[src/source/core_config.svh]
`ifndef CORE_CONFIG_SVH
`define CORE_CONFIG_SVH

// sign sits above the magnitude in a word
`define CORE_MAG_W      30
`define CORE_ADDR_W     12
`define CORE_OP_W       6

// output device
`define CORE_DIGIT_W    5
`define CORE_OCT_DIGITS 10    // 3 bits each

`define CORE_MEM_DEPTH  4096

`endif

[src/source/core_pkg.sv]
`include "core_config.svh"

package core_pkg;

    typedef logic [`CORE_MAG_W-1:0]   mag_t;
    typedef logic [`CORE_MAG_W:0]     word_t;    // {sign, magnitude}
    typedef logic [`CORE_ADDR_W-1:0]  addr_t;
    typedef logic [`CORE_OP_W-1:0]    op_code_t;
    typedef logic [`CORE_DIGIT_W-1:0] digit_t;

    typedef enum logic [2:0] {
        ORD_STOP,
        ORD_ADD,
        ORD_SUB,
        ORD_AND,
        ORD_WRITE,
        ORD_OUTPUT
    } order_t;

    typedef enum logic [2:0] {
        PU_IDLE = 3'd0,
        PU_FETCH,
        PU_DECODE,
        PU_READ1,
        PU_READ2,
        PU_EXEC,
        PU_WRITE,
        PU_OUTPUT
    } pu_state_t;

endpackage

[src/source/pulse_unit.sv]
`timescale 1ns/10ps

module pulse_unit (
    input  logic                clk,
    input  logic                arst_n,
    input  logic                pnl_start_pulse,
    input  logic                pnl_do_arr_c,
    input  logic                pnl_do_arr_strt,
    input  logic                pnl_do_arr_sel,
    input  logic                pnl_do_store,
    input  logic                pnl_do_fetch,
    input  core_pkg::order_t    order,
    input  logic                read_reply,
    input  logic                io_done,
    output logic                do_code_to_op,
    output logic                do_inc_strt,
    output logic                do_arr_strt,
    output logic                do_arr_sel,
    output logic                do_strt_to_sel,
    output logic                do_addr1_to_sel,
    output logic                do_addr2_to_sel,
    output logic                do_arr_c,
    output logic                do_mem_to_a,
    output logic                do_mem_to_b,
    output logic                do_mem_to_c,
    output logic                do_execute,
    output logic                mem_read,
    output logic                mem_write,
    output logic                io_start,
    output core_pkg::pu_state_t pu_state
);

    core_pkg::pu_state_t nxt_state;
    logic [1:0]          step;         // sub-cycle within a state
    logic [1:0]          nxt_step;
    logic                pnl_fetch;    // READ1 serves a panel fetch
    logic                idle;
    logic                read2;

    assign idle  = (pu_state == core_pkg::PU_IDLE);
    assign read2 = (pu_state == core_pkg::PU_READ2);

    // panel loads pass only while idle
    assign do_arr_c    = idle & pnl_do_arr_c;
    assign do_arr_strt = idle & pnl_do_arr_strt;
    assign do_arr_sel  = idle & pnl_do_arr_sel;

    always_comb begin
        nxt_state       = pu_state;
        nxt_step        = 2'd0;
        do_code_to_op   = 1'b0;
        do_inc_strt     = 1'b0;
        do_strt_to_sel  = 1'b0;
        do_addr1_to_sel = 1'b0;
        do_addr2_to_sel = 1'b0;
        do_mem_to_a     = 1'b0;
        do_mem_to_b     = 1'b0;
        do_mem_to_c     = 1'b0;
        do_execute      = 1'b0;
        mem_read        = 1'b0;
        mem_write       = 1'b0;
        io_start        = 1'b0;
        case (pu_state)
            core_pkg::PU_IDLE: begin
                mem_write = pnl_do_store;    // M[sel] := C
                if (pnl_start_pulse) begin
                    nxt_state = core_pkg::PU_FETCH;
                end else if (pnl_do_fetch) begin
                    nxt_state = core_pkg::PU_READ1;
                    nxt_step  = 2'd1;        // sel already loaded from panel
                end
            end
            core_pkg::PU_FETCH: begin
                if (step == 2'd0) begin
                    do_strt_to_sel = 1'b1;
                    nxt_step       = 2'd1;
                end else begin
                    mem_read  = 1'b1;
                    nxt_state = core_pkg::PU_DECODE;
                end
            end
            core_pkg::PU_DECODE: begin
                if (step == 2'd0) begin
                    if (read_reply) begin
                        do_code_to_op = 1'b1;
                        do_inc_strt   = 1'b1;
                        nxt_step      = 2'd1;
                    end
                end else begin
                    case (order)
                        core_pkg::ORD_ADD,
                        core_pkg::ORD_SUB,
                        core_pkg::ORD_AND:    nxt_state = core_pkg::PU_READ1;
                        core_pkg::ORD_WRITE:  nxt_state = core_pkg::PU_WRITE;
                        core_pkg::ORD_OUTPUT: nxt_state = core_pkg::PU_OUTPUT;
                        default:              nxt_state = core_pkg::PU_IDLE;
                    endcase
                end
            end
            core_pkg::PU_READ1, core_pkg::PU_READ2: begin
                case (step)
                    2'd0: begin
                        do_addr1_to_sel = !read2;
                        do_addr2_to_sel = read2;
                        nxt_step        = 2'd1;
                    end
                    2'd1: begin
                        mem_read = 1'b1;
                        nxt_step = 2'd2;
                    end
                    default: begin
                        if (read_reply) begin
                            do_mem_to_c = pnl_fetch;
                            do_mem_to_a = !pnl_fetch && !read2;
                            do_mem_to_b = read2;
                            if (pnl_fetch) begin
                                nxt_state = core_pkg::PU_IDLE;
                            end else if (read2) begin
                                nxt_state = core_pkg::PU_EXEC;
                            end else begin
                                nxt_state = core_pkg::PU_READ2;
                            end
                        end else begin
                            nxt_step = step;
                        end
                    end
                endcase
            end
            core_pkg::PU_EXEC: begin
                do_execute = 1'b1;
                nxt_state  = core_pkg::PU_FETCH;
            end
            core_pkg::PU_WRITE: begin
                if (step == 2'd0) begin
                    do_addr2_to_sel = 1'b1;
                    nxt_step        = 2'd1;
                end else begin
                    mem_write = 1'b1;
                    nxt_state = core_pkg::PU_FETCH;
                end
            end
            default: begin    // PU_OUTPUT
                if (step == 2'd0) begin
                    io_start = 1'b1;
                    nxt_step = 2'd1;
                end else if (io_done) begin
                    nxt_state = core_pkg::PU_FETCH;
                end else begin
                    nxt_step = step;    // device may hold us here
                end
            end
        endcase
    end

    always_ff @(posedge clk or negedge arst_n) begin
        if (!arst_n) begin
            pu_state  <= core_pkg::PU_IDLE;
            step      <= 2'd0;
            pnl_fetch <= 1'b0;
        end else begin
            pu_state <= nxt_state;
            step     <= nxt_step;
            if (idle) begin
                pnl_fetch <= pnl_do_fetch & ~pnl_start_pulse;
            end
        end
    end

endmodule

[config.mk]
export PLATFORM = sky130hd
export DESIGN_NAME = pulse_unit
export DESIGN_NICKNAME = d
export VERILOG_FILES = /design/src/source/core_pkg.sv /design/src/source/pulse_unit.sv
export VERILOG_INCLUDE_DIRS = /design/src /design/src/source
export SDC_FILE = /design/constraint.sdc
export NUM_CORES = 1
export LEC_CHECK = 0
export ABC_AREA = 1
export BUFFER_PORTS_ARGS = -buffer_cell sky130_fd_sc_hd__buf_2
export CAP_MARGIN = 20
export CELL_PAD_IN_SITES_DETAIL_PLACEMENT = 1
export CELL_PAD_IN_SITES_GLOBAL_PLACEMENT = 2
export CORE_ASPECT_RATIO = 1.1
export CORE_MARGIN = 2
export CORE_UTILIZATION = 21
export CTS_CLUSTER_SIZE = 16
export DETAILED_ROUTE_END_ITERATION = 10
export PLACE_DENSITY_LB_ADDON = 0.12
export REMOVE_ABC_BUFFERS = 1
export SYNTH_ARGS = -nofsm -noshare
export SYNTH_HDL_FRONTEND = slang
export SYNTH_SLANG_ARGS = --single-unit
export TNS_END_PERCENT = 100
[constraint.sdc]
create_clock -name clk -period 1.2 [get_ports clk]
set_clock_uncertainty 0.05 [all_clocks]
set_input_delay 0.24 -clock clk [delete_from_list [all_inputs] [get_ports clk]]
set_output_delay 0.24 -clock clk [all_outputs]
set_load 0.02 [all_outputs]
==> results of run 1 <==
-- power groups by stage --
stage,Sequential [mW],Combinational [mW],Clock [mW]
detailed placement,0.416,2.28,0
CTS,0.421,2.94,0.198
global placement,0.409,2.28,0
global route,0.447,3.89,0.218
floorplan,0.560,1.16,0
finish,0.434,3.61,0.188
-- worst min path at each step --
stage	from	end	slack, ps	cells past startpoint
after floorplan	arst_n	pnl_fetch$_DFFE_PN0P_	-110	0
final	arst_n	pu_state[1]$_DFFE_PN0P_	280	2
after global placement	arst_n	step[1]$_DFFE_PN0P_	20	1
after global routing	arst_n	pu_state[1]$_DFFE_PN0P_	290	2
after detailed placement	arst_n	pu_state[1]$_DFFE_PN0P_	20	1
after CTS	pnl_start_pulse	pnl_fetch$_DFFE_PN0P_	280	3
-- layer usage --
layer | routed length [um] | global-route usage | vias up
met5 | 0 | 0 | -
met4 | 39 | 0.0571 | 0
met3 | 79 | 0.0176 | 4
met2 | 1600 | 0.261 | 18
met1 | 1180 | 0.178 | 447
li1 | - | - | 487
-- metrics by stage --
step	util	area (um2)	std cells	hold slack (ps)
floorplan	-	696	105	-106
global placement	0.325	1090	206	20.3
detailed placement	0.325	1090	206	21.8
CTS	0.412	1380	221	279
global route	0.475	1600	232	287
finish	0.475	1600	232	280
-- worst max-delay path, delay by kind of cell (launching register included) --
| family | cells | cell delay [ps] |
|---|---|---|
| AO/OA/AOI/OAI | 1 | 60 |
| AND/OR/NAND/NOR | 3 | 300 |
| buffers and inverters | 3 | 390 |
| flip-flops | 1 | 390 |
-- timing repair --
item | CTS | global route
hold buffers | 1 | 0
gates resized for setup | 53 | 39
setup buffers | 11 | 12
pin swaps | 12 | 28
hold endpoints to repair | 6 | 0
setup endpoints to repair | 24 | 24
-- cell type report --
class / count / area [um2]
inverter: 17 / 76.3
timing repair buffer: 76 / 649
fill: 423 / 1760
clock buffer: 3 / 22.5
tap: 48 / 60.1
sequential: 6 / 153
multi-input combinational: 82 / 634
-- flip-flops by register name, summed over array words and instances, names as in the netlist --
register	cells
pnl_fetch	1
step	2
pu_state	3
-- kinds of logic after synthesis --
logic type | after synthesis | synth area share
buffers and inverters | 21 | 0.153
AO/OA/AOI/OAI | 11 | 0.0917
AND/OR/NAND/NOR | 71 | 0.552
flip-flops | 6 | 0.204
-- placed cells by master (no fill, tap or decap), types with 5 or more instances in the layout --
cell type	netlist	final
buf_2	0	12
buf_4	1	37
buf_6	3	25
inv_1	13	9
nand2_1	30	21
nand2_2	3	10
nand2_4	4	5
nor2_1	16	8
nor2_4	2	9
==> flow_metrics.env, run 1 <==
export IMPL_status="finished, violations left"
export IMPL_violations="setup timing"
export IMPL_synth_edff_count=0
export IMPL_synth_distinct_cells=26
export IMPL_cts_sinks=6
export IMPL_n_antenna_cell=0
export IMPL_synth_top_area_frac=0.204
export IMPL_synth_warnings=0
export IMPL_hp_class="input port to async pin"
export IMPL_antenna_found_initial=0
export IMPL_p_leak_nw=0.794
export IMPL_clk_path_buf_depth=2
export IMPL_power_share_clock=0.044
export IMPL_combPwrFrac=0.853
export IMPL_cts_tree="built"
export IMPL_relSlewSlack=0.863
export IMPL_gr_total_overflow=0
export IMPL_grt_max_degree=8
export IMPL_die_area_mm2=0.00400
export IMPL_dieHeight_um=66.1
export IMPL_fp_coreArea_mm2=0.00336
export IMPL_power_switching_mw=2.04
export IMPL_async_reset_ff_frac=1.00
export IMPL_worstPathMaxFanout=7
export IMPL_grt_pass1_vias=973
export IMPL_nets=199
export IMPL_cp_arrival_ps=1400
export IMPL_cp_startpoint="pu_state[1]$_DFFE_PN0P_"
export IMPL_vias_per_cell=4.12
export IMPL_cp_data_required_time_ps=910
export IMPL_track_usage=0.148
export IMPL_remaining_drc_errors=0
export IMPL_synth_area_um2=737
export IMPL_hpwl_um=2030
export IMPL_switching_share=0.482
export IMPL_synth_seq_cells=6
export IMPL_endpoint="mem_write"
export IMPL_grt_pass1_wl_um=4400
export IMPL_synth_ff_type="dfrtp_1"
export IMPL_drv_cap=0
export IMPL_clock_latency_ps=250
export IMPL_via_count=956
export IMPL_htree_levels=1
export IMPL_drv_slew=0
export IMPL_worstPathCellList="buf_12 -> nor2_8 -> nand2_8 -> inv_2 -> nand2_1 -> o31ai_2 -> buf_4"
export IMPL_drt_first_iter_violations=18
export IMPL_r2r_end="pu_state[0]$_DFFE_PN0P_"
export IMPL_reg2reg_slack_ps=-430
export IMPL_ios=31
export IMPL_rows=22
export IMPL_ys_seq_area_frac=0.204
export IMPL_synth_most_common_cell="nand2_1"
export IMPL_period_share=1.41
export IMPL_reg2reg_from="pu_state[0]$_DFFE_PN0P_"
export IMPL_rsz0062_at_grt="yes"
export IMPL_initial_core_util=0.219
export IMPL_totalWireLength_um=2900
export IMPL_report_final_setup_viol=24
export IMPL_post_synth_cell_area_avg_um2=6.76
export IMPL_fin_ws_ps=-487
export IMPL_rr_worst_depth=11
export IMPL_cts_clk_slew_worst_paths_ps=40
export IMPL_synth_largest_area_cell="dfrtp_1"
export IMPL_synth_area_top_cells="dfrtp_1 (20%), nand2_1 (15%), nor2_1 (8.1%)"
export IMPL_worst_pin_slew_ps=206
export IMPL_seqPwrFrac=0.102
export IMPL_intPower_mw=2.19
export IMPL_netlist_instances=109
export IMPL_die_width_um=60.5
export IMPL_peakVddDrop_v=0.000992
export IMPL_area_delta_synth_final_pct=116
export IMPL_drt_pass1_iter_count=2
export IMPL_cts_inserted_buffers=3
export IMPL_ys_top_cells_by_count="nand2_1 (30), nor2_1 (16), inv_1 (13)"
export IMPL_drive_gt1_frac=0.707
export IMPL_fin_crit_ps=1690
export IMPL_slowest_delay_ps=390
export IMPL_postRouteAntennaNets=0
export IMPL_p_per_area_mw_per_mm2=2660
export IMPL_place_ws_ps=-356
export IMPL_gp_congestion=0.782
export IMPL_worstSetupPathType="flip-flop to primary output"
export IMPL_io_buffers=30
export IMPL_cp_slowest_cell="dfrtp_1"
export IMPL_critPathCaptureType="primary output"
export IMPL_routedWlPerCell_um=12.5
export IMPL_hold_violations=0
export IMPL_power_mw=4.24
export IMPL_timing_setup_tns_ps=-9290
export IMPL_cts_root_buf="clkbuf_4"
export IMPL_fmax_mhz=593
export IMPL_crit_path_start_kind="flip-flop"
Note: power is estimated with default switching activity, not from simulation.
==> inputs of run 2 (changes only) <==
--- a/config.mk
+++ b/config.mk
@@ -16,7 +16,7 @@
 export CORE_UTILIZATION = 21
 export CTS_CLUSTER_SIZE = 16
 export DETAILED_ROUTE_END_ITERATION = 10
-export PLACE_DENSITY_LB_ADDON = 0.12
+export PLACE_DENSITY_LB_ADDON = 0.1
 export REMOVE_ABC_BUFFERS = 1
 export SYNTH_ARGS = -nofsm -noshare
 export SYNTH_HDL_FRONTEND = slang
==> run 2 against run 1 <==
Compared with the run above:
- the run still ends with setup timing left
- wire length grew 2.3%
- non-clock buffer count down 4
- hold slack gained 18 ps
==> flow_metrics.env, run 2 (synthesis results as in run 1) <==
export IMPL_crit_family="flip-flops"
export IMPL_remaining_drc_errors=0
export IMPL_clk_path_buf_depth=2
export IMPL_cts_clk_slew_worst_paths_ps=50
export IMPL_report_final_setup_viol=24
export IMPL_layout_commonest_cell="buf_6"
export IMPL_drt_first_iter_violations=39
export IMPL_reg2reg_slack_ps=-310
export IMPL_worst_pin_slew_ps=251
export IMPL_drive_gt1_frac=0.683
export IMPL_worstPathMaxFanout=6
export IMPL_die_width_um=60.5
export IMPL_fin_area_mm2=0.00160
export IMPL_p_per_area_mw_per_mm2=2600
export IMPL_totalWireLength_um=2970
export IMPL_timing_setup_tns_ps=-8920
export IMPL_grt_pass1_vias=1037
export IMPL_peakVddDrop_v=0.000831
export IMPL_cp_arrival_ps=1410
export IMPL_fmax_mhz=587
export IMPL_htree_levels=1
export IMPL_clock_latency_ps=240
export IMPL_die_area_mm2=0.00400
export IMPL_postRouteAntennaNets=0
export IMPL_fin_crit_ps=1700
export IMPL_crit_path_start_kind="flip-flop"
export IMPL_drv_cap=0
export IMPL_worstPathCellList="buf_12 -> inv_6 -> nor3_4 -> nand2_2 -> nor2_4 -> buf_6"
export IMPL_reg_top3="pu_state: 3 flops, step: 2 flops, pnl_fetch: 1 flops"
export IMPL_area_delta_synth_final_pct=117
export IMPL_slowest_delay_ps=510
export IMPL_vias_per_cell=4.18
export IMPL_gr_total_overflow=0
export IMPL_top_usage_layer="met2"
export IMPL_place_area_mm2=0.00108
export IMPL_initial_core_util=0.219
export IMPL_fin_util=0.477
export IMPL_rsz0062_at_grt="yes"
export IMPL_layout_common_cells="buf_6 (36), nand2_1 (23), buf_4 (21)"
export IMPL_drv_slew=0
export IMPL_cts_root_buf="clkbuf_4"
export IMPL_gp_congestion=0.734
export IMPL_via_count=952
export IMPL_place_ws_ps=-379
export IMPL_routedWlPerCell_um=13.0
export IMPL_critPathBufInv=3
export IMPL_cts_tree="built"
export IMPL_drt_pass1_iter_count=4
export IMPL_rr_worst_depth=9
export IMPL_violations="setup timing"
export IMPL_critPathCaptureType="primary output"
export IMPL_reg2reg_from="pu_state[2]$_DFFE_PN0P_"
export IMPL_antenna_found_initial=0
export IMPL_fin_ws_ps=-503
export IMPL_hpwl_um=2210
export IMPL_final_cells=228
export IMPL_dieHeight_um=66.1
export IMPL_status="finished, violations left"
export IMPL_worstSetupPathType="flip-flop to primary output"
export IMPL_hold_violations=0
export IMPL_grt_pass1_wl_um=4810
export IMPL_regMostFlops="pu_state"
export IMPL_rows=22
export IMPL_p_leak_nw=0.782
export IMPL_period_share=1.42
export IMPL_largest_reg_flops=3
export IMPL_r2r_end="pu_state[2]$_DFFE_PN0P_"
export IMPL_grt_max_degree=7
export IMPL_grt_util_met3=0.0196
export IMPL_fp_coreArea_mm2=0.00336
export IMPL_relSlewSlack=0.833
export IMPL_cts_inserted_buffers=3
export IMPL_cp_slowest_cell="dfrtp_2"
export IMPL_hp_class="input port to async pin"
export IMPL_nets=195
export IMPL_track_usage=0.162
export IMPL_cp_data_required_time_ps=910
export IMPL_cts_sinks=6
export IMPL_ios=31
export IMPL_grt_use_met2=0.308
export IMPL_dp_cells=205
export IMPL_io_buffers=30
export IMPL_gr_usage_met1=0.186
export IMPL_n_antenna_cell=0
run 2: stage by stage:
step	power (mW)	hold slack [ps]
global placement	2.70	25.7
floorplan	1.72	-106
global route	4.51	317
CTS	3.75	290
finish	4.17	297
detailed placement	2.73	30.6
run 2: final cells by class:
cell class,instances,area (um2)
Inverter,17,78.8
Clock buffer,3,22.5
Fill cell,422,1760
Timing Repair Buffer,72,658
Sequential cell,6,154
Multi-Input combinational cell,82,629
Tap cell,48,60.1
run 2: what timing repair did:
item | 4_1_cts | 5_1_grt
endpoints found under the hold margin | 6 | 0
pin swaps | 15 | 18
endpoints found under the setup margin | 24 | 24
resized for setup | 67 | 36
hold buffers | 1 | 0
buffers inserted | 14 | 10
run 2: worst max path at each step:
stage | startpoint | to | slack, ps | cells past startpoint
after CTS | pu_state[1]$_DFFE_PN0P_ | do_code_to_op | -520 | 6
after floorplan | pu_state[0]$_DFFE_PN0P_ | mem_read | -650 | 4
final | pu_state[1]$_DFFE_PN0P_ | do_code_to_op | -500 | 6
after detailed placement | pu_state[1]$_DFFE_PN0P_ | mem_read | -380 | 5
after global placement | pu_state[0]$_DFFE_PN0P_ | mem_read | -360 | 5
after global routing | pu_state[0]$_DFFE_PN0P_ | mem_write | -600 | 5
run 2: worst reg2reg max path: cells and delay by family, from the launching register on:
kind                   cells  cell delay (ps)
and+or+nand+nor            5              430
buffers and inverters      3              350
DFF                        1              440
AOI/OAI and AO/OA          1              140
run 2: per-layer routing:
metal,vias up,part of all wire
li1,477,-
met1,456,0.40
met2,17,0.58
met3,2,0.017
met4,0,0.0044
met5,-,0
run 2: where the power goes:
part | internal [mW] | switching [mW] | leakage [nW] | total [mW]
clock network | 0.113 | 0.0775 | 0.0138 | 0.191
registers | 0.304 | 0.180 | 0.0732 | 0.484
logic | 1.74 | 1.76 | 0.695 | 3.49
total | 2.15 | 2.02 | 0.782 | 4.17
==> inputs of run 3 (changes only) <==
--- a/config.mk
+++ b/config.mk
@@ -7,15 +7,15 @@
 export NUM_CORES = 1
 export LEC_CHECK = 0
 export ABC_AREA = 1
-export BUFFER_PORTS_ARGS = -buffer_cell sky130_fd_sc_hd__buf_2
 export CAP_MARGIN = 20
 export CELL_PAD_IN_SITES_DETAIL_PLACEMENT = 1
 export CELL_PAD_IN_SITES_GLOBAL_PLACEMENT = 2
 export CORE_ASPECT_RATIO = 1.1
 export CORE_MARGIN = 2
-export CORE_UTILIZATION = 21
+export CORE_UTILIZATION = 28
 export CTS_CLUSTER_SIZE = 16
 export DETAILED_ROUTE_END_ITERATION = 10
+export DONT_BUFFER_PORTS = 1
 export PLACE_DENSITY_LB_ADDON = 0.1
 export REMOVE_ABC_BUFFERS = 1
 export SYNTH_ARGS = -nofsm -noshare
==> run 3 against run 2 <==
Compared with the run above:
- the flow still finishes with violations (setup timing)
- non-clock buffer count down 14
- global-route usage up 2.5 points
- flip-flop and latch count unchanged
- wire length down 4.2%
- hold slack worse by 130 ps
- setup slack worse by 55 ps
- sequential power down 13%
- utilization up 10 points
- final area down 9.4%
- first-iteration DRC count down 97%
- combinational power about the same
- critical path type unchanged
==> flow_metrics.env, run 3 (synthesis results as in run 1) <==
export IMPL_status="finished, violations left"
export IMPL_violations="setup timing"
export IMPL_clock_latency_ps=240
export IMPL_cp_arrival_ps=1470
export IMPL_antenna_found_initial=0
export IMPL_layout_common_cells="buf_4 (31), nand2_1 (25), buf_6 (24)"
export IMPL_die_area_mm2=0.00306
export IMPL_gr_usage_met1=0.233
export IMPL_fin_crit_ps=1760
export IMPL_grt_pass1_wl_um=4160
export IMPL_power_mw=4.07
export IMPL_postRouteAntennaNets=0
export IMPL_initial_core_util=0.295
export IMPL_relSlewSlack=0.818
export IMPL_nets=181
export IMPL_drt_pass1_iter_count=4
export IMPL_largest_reg_flops=3
export IMPL_cts_sinks=6
export IMPL_area_delta_synth_final_pct=96.9
export IMPL_report_final_setup_viol=24
export IMPL_grt_util_met3=0.0129
export IMPL_p_leak_nw=0.718
export IMPL_gp_congestion=0.781
export IMPL_reg_top3="pu_state: 3 flops, step: 2 flops, pnl_fetch: 1 flops"
export IMPL_routedWlPerCell_um=14.4
export IMPL_hpwl_um=1900
export IMPL_drv_slew=0
export IMPL_cts_clk_slew_worst_paths_ps=50
export IMPL_dieHeight_um=57.8
export IMPL_track_usage=0.187
export IMPL_grt_use_met2=0.329
export IMPL_rows=19
export IMPL_cts_root_buf="clkbuf_4"
export IMPL_p_per_area_mw_per_mm2=2800
export IMPL_remaining_drc_errors=0
export IMPL_drive_gt1_frac=0.620
export IMPL_crit_path_start_kind="flip-flop"
export IMPL_critPathCaptureType="primary output"
export IMPL_drv_cap=0
export IMPL_die_width_um=52.9
export IMPL_gr_total_overflow=0
export IMPL_htree_levels=1
export IMPL_drt_first_iter_violations=1
export IMPL_worst_pin_slew_ps=272
export IMPL_reg2reg_slack_ps=-430
export IMPL_grt_max_degree=7
export IMPL_period_share=1.47
export IMPL_io_buffers=0
export IMPL_layout_commonest_cell="buf_4"
export IMPL_via_count=897
export IMPL_rsz0062_at_grt="yes"
export IMPL_grt_pass1_vias=891
export IMPL_regMostFlops="pu_state"
export IMPL_peakVddDrop_v=0.00159
export IMPL_whs_ps=168
export IMPL_hp_class="input port to flip-flop"
export IMPL_clk_path_buf_depth=2
export IMPL_n_antenna_cell=0
export IMPL_ios=31
export IMPL_top_usage_layer="met2"
export IMPL_hold_violations=0
export IMPL_num_fill_cells=304
export IMPL_worstPathMaxFanout=6
export IMPL_totalWireLength_um=2840
export IMPL_cp_data_required_time_ps=910
export IMPL_cts_inserted_buffers=3
export IMPL_vias_per_cell=4.55
export IMPL_cts_tree="built"
export IMPL_fp_coreArea_mm2=0.00250
export IMPL_fmax_mhz=569
export IMPL_fin_ws_ps=-558
export IMPL_worstSetupPathType="flip-flop to primary output"
[run 3: final cells by class]
cell class	instances	area, um2	area share
Multi-Input combinational cell	82	603	0.416
Clock buffer	3	22.5	0.0155
Tap cell	31	38.8	0.0267
Inverter	17	81.3	0.0560
Timing Repair Buffer	58	553	0.381
Sequential cell	6	153	0.105
[run 3: metal layers]
metal,part of all wire,up-vias
met5,0,-
met4,0.014,0
met3,0.018,4
met2,0.55,19
met1,0.41,417
li1,-,457
[run 3: through the flow]
stage | utilization | setup WS, ps | TNS [ps] | instances | instance area [um2]
floorplan | - | -650 | -7550 | 105 | 696
detailed placement | 0.425 | -328 | -5180 | 176 | 1060
finish | 0.581 | -558 | -9250 | 197 | 1450
CTS | 0.509 | -513 | -8770 | 189 | 1270
global placement | 0.425 | -305 | -4570 | 176 | 1060
global route | 0.581 | -633 | -10880 | 197 | 1450
[run 3: where the power goes]
group / leakage (nW) / internal [mW] / switching (mW)
combinational: 0.630 / 1.67 / 1.79
sequential: 0.0744 / 0.302 / 0.122
clock: 0.0138 / 0.113 / 0.0688
[run 3: timing repair]
item                                    in CTS  in global routing
cloned                                       0                  0
setup buffers                                9                 11
pin swaps                                    7                 10
hold buffers                                 1                  0
resized for setup                           32                 34
endpoints found under the setup margin      24                 24
hold endpoints to repair                     6                  0
[run 3: path summary, 6_finish.rpt]
| kind | from | end | depth (start not counted) |
|---|---|---|---|
| worst max-delay path | pu_state[1]$_DFFE_PN0P_ | mem_read | 7 |
| worst min-delay path | pnl_start_pulse | pnl_fetch$_DFFE_PN0P_ | 2 |
| worst max register to register | pu_state[1]$_DFFE_PN0P_ | pu_state[0]$_DFFE_PN0P_ | 11 |
| worst min register to register | pu_state[1]$_DFFE_PN0P_ | pu_state[1]$_DFFE_PN0P_ | 2 |
| max in group asynchronous | arst_n | pu_state[0]$_DFFE_PN0P_ | 1 |
| min in group asynchronous | arst_n | pnl_fetch$_DFFE_PN0P_ | 1 |
[run 3: critical path: stages (launching register included)]
cell	delay [ps]
dfrtp_1	400
buf_12	150
nor2_8	160
nand2_4	80
nand2_4	90
nand3_2	80
o21ai_1	100
buf_4	160
